--- config.mk ---
export PLATFORM = sky130hd
export DESIGN_NAME = csr_file_top
export DESIGN_NICKNAME = d
export VERILOG_FILES = /design/src/hdl/csr_pkg.sv /design/src/hdl/csr_decode.sv /design/src/hdl/csr_execute.sv /design/src/hdl/csr_file_top.sv /design/src/hdl/csr_interrupt_ctrl.sv
export VERILOG_INCLUDE_DIRS = /design/src /design/src/hdl
export SDC_FILE = /design/constraint.sdc
export NUM_CORES = 1
export LEC_CHECK = 0
export ABC_CLOCK_PERIOD_IN_PS = 6400
export BUFFER_PORTS_ARGS = -buffer_cell sky130_fd_sc_hd__buf_2
export CAP_MARGIN = 10
export CELL_PAD_IN_SITES_DETAIL_PLACEMENT = 0
export CELL_PAD_IN_SITES_GLOBAL_PLACEMENT = 1
export CORE_MARGIN = 2
export CORE_UTILIZATION = 24
export DETAILED_ROUTE_END_ITERATION = 16
export PLACE_DENSITY_LB_ADDON = 0.1
export SLEW_MARGIN = 20
export SYNTH_ARGS = -nofsm -noshare
export SYNTH_HDL_FRONTEND = slang
export SYNTH_SLANG_ARGS = --single-unit
export TNS_END_PERCENT = 50
--- constraint.sdc ---
create_clock -name clk_i -period 6.4 [get_ports clk_i]
set_input_delay 0 -clock clk_i [delete_from_list [all_inputs] [get_ports clk_i]]
set_output_delay 0 -clock clk_i [all_outputs]
set_load 0.02 [all_outputs]
--- src/hdl/csr_defs.svh ---
`ifndef CSR_DEFS_SVH
`define CSR_DEFS_SVH

// Data width of the hart
`define CSR_XLEN 64

// Interrupt bit positions in mie and mip
`define CSR_BIT_MEI 11
`define CSR_BIT_MTI 7
`define CSR_BIT_MSI 3

// Writable bits of mie
`define CSR_MIE_MASK 12'h888

// MXL = 2 with the A, C, I, M and U extensions
`define CSR_MISA_VALUE 64'h8000_0000_0010_1105

// Field positions within mstatus
`define CSR_MSTATUS_MIE 3
`define CSR_MSTATUS_MPIE 7
`define CSR_MSTATUS_MPP 12:11

// Exception code width in mcause
`define CSR_CAUSE_W 4

`endif

--- src/hdl/csr_pkg.sv ---
`include "csr_defs.svh"

package csr_pkg;

    typedef enum logic [1:0] {
        PRIV_LVL_U = 2'b00,
        PRIV_LVL_M = 2'b11
    } priv_lvl_e;

    typedef enum logic [1:0] {
        CSR_OP_NONE,
        CSR_OP_WRITE,
        CSR_OP_SET,
        CSR_OP_CLEAR
    } csr_op_e;

    // Supported CSR addresses
    typedef enum logic [11:0] {
        CSR_CYCLE     = 12'hC00,
        CSR_INSTRET   = 12'hC02,
        CSR_MVENDORID = 12'hF11,
        CSR_MARCHID   = 12'hF12,
        CSR_MIMPID    = 12'hF13,
        CSR_MHARTID   = 12'hF14,
        CSR_MSTATUS   = 12'h300,
        CSR_MISA      = 12'h301,
        CSR_MIE       = 12'h304,
        CSR_MTVEC     = 12'h305,
        CSR_MSCRATCH  = 12'h340,
        CSR_MEPC      = 12'h341,
        CSR_MCAUSE    = 12'h342,
        CSR_MTVAL     = 12'h343,
        CSR_MIP       = 12'h344,
        CSR_MCYCLE    = 12'hB00,
        CSR_MINSTRET  = 12'hB02
    } csr_addr_e;

    // Register selected by decode; cycle and instret are read-only aliases
    typedef enum logic [4:0] {
        FIELD_NONE,
        FIELD_ZERO,
        FIELD_MHARTID,
        FIELD_MSTATUS,
        FIELD_MISA,
        FIELD_MIE,
        FIELD_MTVEC,
        FIELD_MSCRATCH,
        FIELD_MEPC,
        FIELD_MCAUSE,
        FIELD_MTVAL,
        FIELD_MIP,
        FIELD_MCYCLE,
        FIELD_MINSTRET,
        FIELD_CYCLE,
        FIELD_INSTRET
    } csr_field_e;

    typedef struct packed {
        logic                 valid;
        csr_addr_e            addr;
        csr_op_e              op;
        logic [`CSR_XLEN-1:0] wdata;
    } csr_req_t;

    typedef struct packed {
        logic                    valid;
        logic                    irq;
        logic [`CSR_CAUSE_W-1:0] code;
        logic [`CSR_XLEN-1:0]    tval;
        logic [`CSR_XLEN-1:0]    epc;
    } trap_req_t;

    typedef struct packed {
        logic      mie;
        logic      mpie;
        priv_lvl_e mpp;
    } mstatus_t;

    // Next-state view handed to the interrupt controller
    typedef struct packed {
        logic [11:0] mie;
        logic [11:0] mip;
        priv_lvl_e   prv;
        logic        mstatus_mie;
    } irq_state_t;

endpackage

--- src/hdl/csr_decode.sv ---
`timescale 1ns/10ps

module csr_decode import csr_pkg::*; (
    input  priv_lvl_e   prv_i,
    input  logic [11:0] chk_addr_i,
    input  csr_op_e     chk_op_i,
    output logic        chk_illegal_o,
    input  csr_addr_e   acc_addr_i,
    output csr_field_e  field_o
);

    logic known;
    logic illegal_ro;
    logic illegal_prv;

    // Legality of the check port
    always_comb begin
        case (csr_addr_e'(chk_addr_i))
            CSR_CYCLE, CSR_INSTRET,
            CSR_MVENDORID, CSR_MARCHID, CSR_MIMPID, CSR_MHARTID,
            CSR_MSTATUS, CSR_MISA, CSR_MIE, CSR_MTVEC,
            CSR_MSCRATCH, CSR_MEPC, CSR_MCAUSE, CSR_MTVAL, CSR_MIP,
            CSR_MCYCLE, CSR_MINSTRET: known = 1'b1;
            default: known = 1'b0;
        endcase

        // Top two address bits of 11 mark a read-only CSR
        illegal_ro  = (chk_addr_i[11:10] == 2'b11) && (chk_op_i != CSR_OP_NONE);
        illegal_prv = chk_addr_i[9:8] > 2'(prv_i);

        chk_illegal_o = !known || illegal_ro || illegal_prv;
    end

    // Address to register select for the access port
    always_comb begin
        case (acc_addr_i)
            CSR_CYCLE:     field_o = FIELD_CYCLE;
            CSR_INSTRET:   field_o = FIELD_INSTRET;
            CSR_MVENDORID,
            CSR_MARCHID,
            CSR_MIMPID:    field_o = FIELD_ZERO;
            CSR_MHARTID:   field_o = FIELD_MHARTID;
            CSR_MSTATUS:   field_o = FIELD_MSTATUS;
            CSR_MISA:      field_o = FIELD_MISA;
            CSR_MIE:       field_o = FIELD_MIE;
            CSR_MTVEC:     field_o = FIELD_MTVEC;
            CSR_MSCRATCH:  field_o = FIELD_MSCRATCH;
            CSR_MEPC:      field_o = FIELD_MEPC;
            CSR_MCAUSE:    field_o = FIELD_MCAUSE;
            CSR_MTVAL:     field_o = FIELD_MTVAL;
            CSR_MIP:       field_o = FIELD_MIP;
            CSR_MCYCLE:    field_o = FIELD_MCYCLE;
            CSR_MINSTRET:  field_o = FIELD_MINSTRET;
            default:       field_o = FIELD_NONE;
        endcase
    end

endmodule

--- src/hdl/csr_execute.sv ---
`timescale 1ns/10ps
`include "csr_defs.svh"

module csr_execute import csr_pkg::*; (
    input  logic                 clk_i,
    input  logic                 rst_ni,
    input  csr_req_t             acc_i,
    input  csr_field_e           field_i,
    input  trap_req_t            trap_i,
    input  logic                 mret_i,
    // {external, timer, software}
    input  logic [2:0]           irq_lines_i,
    input  logic                 instret_i,
    input  logic [`CSR_XLEN-1:0] hart_id_i,
    output logic [`CSR_XLEN-1:0] rdata_o,
    output logic [`CSR_XLEN-1:0] tvec_o,
    output logic [`CSR_XLEN-1:0] epc_o,
    output priv_lvl_e            prv_o,
    output irq_state_t           next_o
);

    priv_lvl_e               prv, prv_d;
    mstatus_t                mstatus, mstatus_d;
    logic [11:0]             mie, mie_d;
    logic [11:0]             mip;
    logic [`CSR_XLEN-1:0]    mtvec, mtvec_d;
    logic [`CSR_XLEN-1:0]    mepc, mepc_d;
    logic [`CSR_XLEN-1:0]    mscratch, mscratch_d;
    logic                    mcause_irq, mcause_irq_d;
    logic [`CSR_CAUSE_W-1:0] mcause_code, mcause_code_d;
    logic [`CSR_XLEN-1:0]    mtval, mtval_d;
    logic [`CSR_XLEN-1:0]    mcycle, mcycle_d;
    logic [`CSR_XLEN-1:0]    minstret, minstret_d;

    logic [`CSR_XLEN-1:0]    mstatus_rd;
    logic [`CSR_XLEN-1:0]    old_value;
    logic [`CSR_XLEN-1:0]    new_value;

    // mip follows the interrupt lines directly
    always_comb begin
        mip = '0;
        mip[`CSR_BIT_MEI] = irq_lines_i[2];
        mip[`CSR_BIT_MTI] = irq_lines_i[1];
        mip[`CSR_BIT_MSI] = irq_lines_i[0];
    end

    always_comb begin
        mstatus_rd = '0;
        mstatus_rd[`CSR_MSTATUS_MIE]  = mstatus.mie;
        mstatus_rd[`CSR_MSTATUS_MPIE] = mstatus.mpie;
        mstatus_rd[`CSR_MSTATUS_MPP]  = mstatus.mpp;
    end

    // Read mux
    always_comb begin
        case (field_i)
            FIELD_MHARTID:  old_value = hart_id_i;
            FIELD_MSTATUS:  old_value = mstatus_rd;
            FIELD_MISA:     old_value = `CSR_MISA_VALUE;
            FIELD_MIE:      old_value = `CSR_XLEN'(mie);
            FIELD_MTVEC:    old_value = mtvec;
            FIELD_MSCRATCH: old_value = mscratch;
            FIELD_MEPC:     old_value = mepc;
            FIELD_MCAUSE:
                old_value = {mcause_irq, {(`CSR_XLEN-`CSR_CAUSE_W-1){1'b0}}, mcause_code};
            FIELD_MTVAL:    old_value = mtval;
            FIELD_MIP:      old_value = `CSR_XLEN'(mip);
            FIELD_MCYCLE,
            FIELD_CYCLE:    old_value = mcycle;
            FIELD_MINSTRET,
            FIELD_INSTRET:  old_value = minstret;
            default:        old_value = '0;
        endcase
    end

    assign rdata_o = old_value;

    always_comb begin
        case (acc_i.op)
            CSR_OP_WRITE: new_value = acc_i.wdata;
            CSR_OP_SET:   new_value = old_value | acc_i.wdata;
            CSR_OP_CLEAR: new_value = old_value & ~acc_i.wdata;
            default:      new_value = old_value;
        endcase
    end

    assign tvec_o = mtvec;
    assign epc_o  = mepc;

    // Next state: trap over mret over access
    always_comb begin
        prv_d         = prv;
        mstatus_d     = mstatus;
        mie_d         = mie;
        mtvec_d       = mtvec;
        mepc_d        = mepc;
        mscratch_d    = mscratch;
        mcause_irq_d  = mcause_irq;
        mcause_code_d = mcause_code;
        mtval_d       = mtval;
        mcycle_d      = mcycle + 1'b1;
        minstret_d    = instret_i ? minstret + 1'b1 : minstret;

        if (trap_i.valid) begin
            mepc_d         = trap_i.epc;
            mcause_irq_d   = trap_i.irq;
            mcause_code_d  = trap_i.code;
            mtval_d        = trap_i.tval;
            mstatus_d.mpie = mstatus.mie;
            mstatus_d.mie  = 1'b0;
            mstatus_d.mpp  = prv;
            prv_d          = PRIV_LVL_M;
        end else if (mret_i) begin
            prv_d          = mstatus.mpp;
            mstatus_d.mie  = mstatus.mpie;
            mstatus_d.mpie = 1'b1;
            mstatus_d.mpp  = PRIV_LVL_U;
        end else if (acc_i.valid && acc_i.op != CSR_OP_NONE) begin
            case (field_i)
                FIELD_MSTATUS: begin
                    mstatus_d.mie  = new_value[`CSR_MSTATUS_MIE];
                    mstatus_d.mpie = new_value[`CSR_MSTATUS_MPIE];
                    // Only U and M are legal MPP values
                    if (new_value[`CSR_MSTATUS_MPP] == 2'b00 ||
                        new_value[`CSR_MSTATUS_MPP] == 2'b11) begin
                        mstatus_d.mpp = priv_lvl_e'(new_value[`CSR_MSTATUS_MPP]);
                    end
                end
                FIELD_MIE:      mie_d = new_value[11:0] & `CSR_MIE_MASK;
                FIELD_MTVEC:    mtvec_d = {new_value[`CSR_XLEN-1:2], 2'b00};
                FIELD_MSCRATCH: mscratch_d = new_value;
                FIELD_MEPC:     mepc_d = {new_value[`CSR_XLEN-1:1], 1'b0};
                FIELD_MCAUSE: begin
                    mcause_irq_d  = new_value[`CSR_XLEN-1];
                    mcause_code_d = new_value[`CSR_CAUSE_W-1:0];
                end
                FIELD_MTVAL:    mtval_d = new_value;
                FIELD_MCYCLE:   mcycle_d = new_value;
                FIELD_MINSTRET: minstret_d = new_value;
                default: ;
            endcase
        end
    end

    always_ff @(posedge clk_i or negedge rst_ni) begin
        if (!rst_ni) begin
            prv         <= PRIV_LVL_M;
            mstatus     <= '0;
            mie         <= '0;
            mtvec       <= '0;
            mepc        <= '0;
            mscratch    <= '0;
            mcause_irq  <= 1'b0;
            mcause_code <= '0;
            mtval       <= '0;
            mcycle      <= '0;
            minstret    <= '0;
        end else begin
            prv         <= prv_d;
            mstatus     <= mstatus_d;
            mie         <= mie_d;
            mtvec       <= mtvec_d;
            mepc        <= mepc_d;
            mscratch    <= mscratch_d;
            mcause_irq  <= mcause_irq_d;
            mcause_code <= mcause_code_d;
            mtval       <= mtval_d;
            mcycle      <= mcycle_d;
            minstret    <= minstret_d;
        end
    end

    assign prv_o = prv;

    assign next_o = '{
        mie:         mie_d,
        mip:         mip,
        prv:         prv_d,
        mstatus_mie: mstatus_d.mie
    };

endmodule

--- src/hdl/csr_file_top.sv ---
`timescale 1ns/10ps
`include "csr_defs.svh"

module csr_file_top import csr_pkg::*; (
    input  logic                    clk_i,
    input  logic                    rst_ni,
    input  logic [11:0]             chk_addr_i,
    input  csr_op_e                 chk_op_i,
    output logic                    chk_illegal_o,
    input  csr_req_t                acc_i,
    output logic [`CSR_XLEN-1:0]    rdata_o,
    input  trap_req_t               trap_i,
    output logic [`CSR_XLEN-1:0]    tvec_o,
    input  logic                    mret_i,
    output logic [`CSR_XLEN-1:0]    epc_o,
    input  logic                    irq_m_ext_i,
    input  logic                    irq_m_sw_i,
    input  logic                    irq_m_timer_i,
    input  logic                    instret_i,
    input  logic [`CSR_XLEN-1:0]    hart_id_i,
    output priv_lvl_e               priv_o,
    output logic                    int_valid_o,
    output logic [`CSR_CAUSE_W-1:0] int_cause_o,
    output logic                    wfi_valid_o
);

    csr_field_e field;
    irq_state_t next_state;

    csr_decode csr_decode_inst (
        .prv_i         (priv_o),
        .chk_addr_i    (chk_addr_i),
        .chk_op_i      (chk_op_i),
        .chk_illegal_o (chk_illegal_o),
        .acc_addr_i    (acc_i.addr),
        .field_o       (field)
    );

    csr_execute csr_execute_inst (
        .clk_i       (clk_i),
        .rst_ni      (rst_ni),
        .acc_i       (acc_i),
        .field_i     (field),
        .trap_i      (trap_i),
        .mret_i      (mret_i),
        .irq_lines_i ({irq_m_ext_i, irq_m_timer_i, irq_m_sw_i}),
        .instret_i   (instret_i),
        .hart_id_i   (hart_id_i),
        .rdata_o     (rdata_o),
        .tvec_o      (tvec_o),
        .epc_o       (epc_o),
        .prv_o       (priv_o),
        .next_o      (next_state)
    );

    csr_interrupt_ctrl csr_interrupt_ctrl_inst (
        .clk_i       (clk_i),
        .rst_ni      (rst_ni),
        .next_i      (next_state),
        .int_valid_o (int_valid_o),
        .int_cause_o (int_cause_o),
        .wfi_valid_o (wfi_valid_o)
    );

endmodule

--- src/hdl/csr_interrupt_ctrl.sv ---
`timescale 1ns/10ps
`include "csr_defs.svh"

module csr_interrupt_ctrl import csr_pkg::*; (
    input  logic                    clk_i,
    input  logic                    rst_ni,
    input  irq_state_t              next_i,
    output logic                    int_valid_o,
    output logic [`CSR_CAUSE_W-1:0] int_cause_o,
    output logic                    wfi_valid_o
);

    logic [11:0]             enabled;
    logic                    int_valid_d;
    logic                    wfi_valid_d;
    logic [`CSR_CAUSE_W-1:0] int_cause_d;

    always_comb begin
        enabled     = next_i.mip & next_i.mie;
        wfi_valid_d = |enabled;
        // Below M, machine interrupts are always globally enabled
        int_valid_d = wfi_valid_d && (next_i.prv == PRIV_LVL_U || next_i.mstatus_mie);

        if (enabled[`CSR_BIT_MEI]) begin
            int_cause_d = `CSR_CAUSE_W'(`CSR_BIT_MEI);
        end else if (enabled[`CSR_BIT_MSI]) begin
            int_cause_d = `CSR_CAUSE_W'(`CSR_BIT_MSI);
        end else if (enabled[`CSR_BIT_MTI]) begin
            int_cause_d = `CSR_CAUSE_W'(`CSR_BIT_MTI);
        end else begin
            int_cause_d = '0;
        end
    end

    always_ff @(posedge clk_i or negedge rst_ni) begin
        if (!rst_ni) begin
            int_valid_o <= 1'b0;
            int_cause_o <= '0;
            wfi_valid_o <= 1'b0;
        end else begin
            int_valid_o <= int_valid_d;
            int_cause_o <= int_cause_d;
            wfi_valid_o <= wfi_valid_d;
        end
    end

endmodule

==> metrics.txt <==
status finished, final reports clean; clock skew 17.4 ps; first-pass GRT wire length around 180000 microns; grt ovf 0; Tot Pwr between 6 and 7 mW; Crit. End Element register; Arrival @ worst endpoint between 4000 and 5000 ps; Post-synth EDFFs 0; antenna violations before repair 7; Placed Cells roughly 4600; I/O pins ~500; PD cells approximately 210 nW/um^2; Pre-antenna DRT Iters 8; clock tree buffer depth 3; Num CTS Buffers between 50 and 60; Max FO, Critical Path 8; num rows roughly 120; Final TNS setup 0 ps; latest clock arrival within the worst-skew pair approximately 650 ps; Syn-to-layout area delta 32.0%; CP Data Required Time about 7000 ps; Ys Warns 0; Synth async-reset ratio 100%; CTS Sinks 400; dpl hpwl around 87000 microns; type of the worst setup path reg2reg; Post-DRT Antenna Nets 0; Die ar. around 110000 sq um; LEAKAGE approximately 15 nW; Via-to-Cell Ratio roughly 5.3; Period Utilization, post-route around 60%; via count around 26000; Initial Util about a quarter; pin count of the biggest net entering global routing between 100 and 150; Die X 326 microns; Avg Inst Size Synth ~8.6 sq um; Non-Filler Instances ~4900; CORE AREA a little over 100000 sq um; PortBufs between 400 and 500; DR iter-0 viols between 2000 and 2500; drt drc 0; CTS root buffer clkbuf_16; # setup viols final 0; Resized cells post-CTS 0; fin. max-slew vios 0; Avg WL per Cell approximately 26 microns; post-synth cell types 86; Worst Hold Class in2reg; final WL approximately 130000 microns; RSZ-0062 raised after global routing false; Gate Count Post-Synth 2909; Peak VDD IR ~0.18 mV; Min Hold Slack 20.5 ps; final-report hold violation count 0; CP Launch Type register; layout cells sized above 1 a little under a fifth; Final nets approximately 3800; clock slew at reported path FFs roughly 60 ps; Max-Cap Viols 0; TritonCTS clock tree built; Slew HR 25.8%; ys flop type dfrtp_1; mapped cell area between 20000 and 25000 sq um; #FFs+latches synth 400; vias in the first global route ~26000; Die H about 330 microns; Max Freq between 0.2 and 0.3 GHz; Tmin final between 3000 and 4000 ps; sequential share of the synthesized area around two fifths; Worst-Margin Slew approximately 1100 ps; routability cong. around 0.85; GRT Total Usage 23.2%; H-tree levels 2
==> cell type report <==
cell class	instances	area, sq um
Antenna cell	2	5.00
Clock buffer	83	1600
Clock inverter	13	165
Fill cell	10941	70400
Inverter	21	78.8
Multi-Input combinational cell	2251	13900
Sequential cell	400	10000
Tap cell	1380	1730
Timing Repair Buffer	782	5320
==> critical path, cell delays in order, from the launching register on <==
cell	delay [ps]
dfrtp_1	520
and4_1	320
nand4_1	260
or4_1	650
nor2_1	750
nand4_1	470
nor4_1	450
xor2_1	180
nor2_1	50
a21oi_1	110
==> layout by cell type (no fill, tap or decap), drive strengths merged, types with 7 or more instances in the layout <==
master,instances
inv,21
or2,7
clkbuf,83
nor3,31
a221o,93
and4,15
or3,7
o21ai,207
and2,68
nor3b,17
nor2,289
and3,19
nand4,45
a21o,119
nand3b,7
clkinv,9
nor4b,7
a22o,8
xnor2,148
nand2,426
xor2,36
nand3,63
a211oi,123
o2111ai,45
a221oi,82
buf,544
mux2i,69
nor2b,7
a21oi,193
o211ai,25
a222oi,10
dfrtp,398
nor4,10
dlygate4sd3,238
==> path summary, 6_finish.rpt <==
check,startpoint,slack (ps),end,cells after the start
setup / recovery,csr_execute_inst.mcycle[3],2560,csr_execute_inst.mcycle[63],9
hold / removal,acc_i[54],20,csr_execute_inst.mcycle[54],5
setup reg to reg,csr_execute_inst.mcycle[3],2560,csr_execute_inst.mcycle[63],9
hold reg to reg,csr_execute_inst.mscratch[11],480,csr_execute_inst.mscratch[11],2
max in group asynchronous,rst_ni,4560,csr_execute_inst.mscratch[2],4
min in group asynchronous,rst_ni,510,csr_execute_inst.mtval[6],3
==> metal layers <==
metal | wire [microns] | GRT usage [%] | vias up
li1 | - | - | 11857
met1 | 56200 | 30.8 | 13030
met2 | 61200 | 39.5 | 940
met3 | 6670 | 3.34 | 177
met4 | 2750 | 5.72 | 2
met5 | 13 | 0 | -
==> cells by family after synthesis <==
logic type / synth area share, %
AO/OA/AOI/OAI: 26.7
XOR/XNOR: 6.48
adder cells (fa/ha/maj): 0.201
buffers and inverters: 4.16
flip-flops: 40.2
multiplexers: 3.00
other: 0.0151
AND/OR/NAND/NOR: 19.2
==> registers in the layout (all words and copies together) (netlist names), 4 cells and up <==
name and cells:
csr_execute_inst.mstatus 4, csr_execute_inst.mscratch 64, csr_execute_inst.mcause_code 4, csr_execute_inst.epc_o 64
csr_execute_inst.tvec_o 62, csr_execute_inst.mcycle 64, csr_execute_inst.mtval 64, csr_execute_inst.minstret 64
==> through the flow <==
stage / util [%] / area (sq um) / worst slack, ps
finish: 31.8 / 32900 / 2560
global route: 31.8 / 32900 / 2320
CTS: 31.8 / 32900 / 2540
detailed placement: 27.8 / 28700 / 2620
global placement: 27.8 / 28700 / 2580
floorplan: - / 24900 / 3470
==> timing repair <==
item,4_1_cts,5_1_grt
setup buffers,0,0
hold endpoints to repair,432,0
hold buffers,239,0
==> report_power, final <==
part / internal [mW] / switching [mW]
logic: 0.420 / 0.556
clock network: 1.87 / 1.27
registers: 2.65 / 0.154
==> cell usage after synthesis (all sizes together) (3+ instances only) <==
cell	count	area, sq um
inv	21	78.8
nand3b	7	52.6
nor2	289	1080
nand2	426	1600
o22ai	3	18.8
a222oi	10	100
a21boi	4	30.0
and2	68	427
ha	4	50.1
nor4	10	83.8
o211ai	25	188
and4	15	131
nor4b	7	67.6
a22o	8	70.1
nor3	31	165
a211oi	123	948
and3	19	124
mux2	5	56.3
clkbuf	193	724
nor2b	7	43.8
a22oi	4	30.0
nand3	63	315
nand4	45	282
buf	45	231
or4	4	33.8
o2111ai	45	394
mux2i	69	691
a21oi	193	970
dfrtp	398	9960
or2	7	43.8
nor3b	17	128
a31oi	4	25.0
or4b	3	33.8
a221oi	82	736
xnor2	148	1300
o21ai	207	1040
a21o	119	893
a221o	93	931
o211a	4	40.0
o21a	4	30.0
nand2b	5	31.3
or3	7	43.8
xor2	36	315
Note: power is estimated with default switching activity, not from simulation.
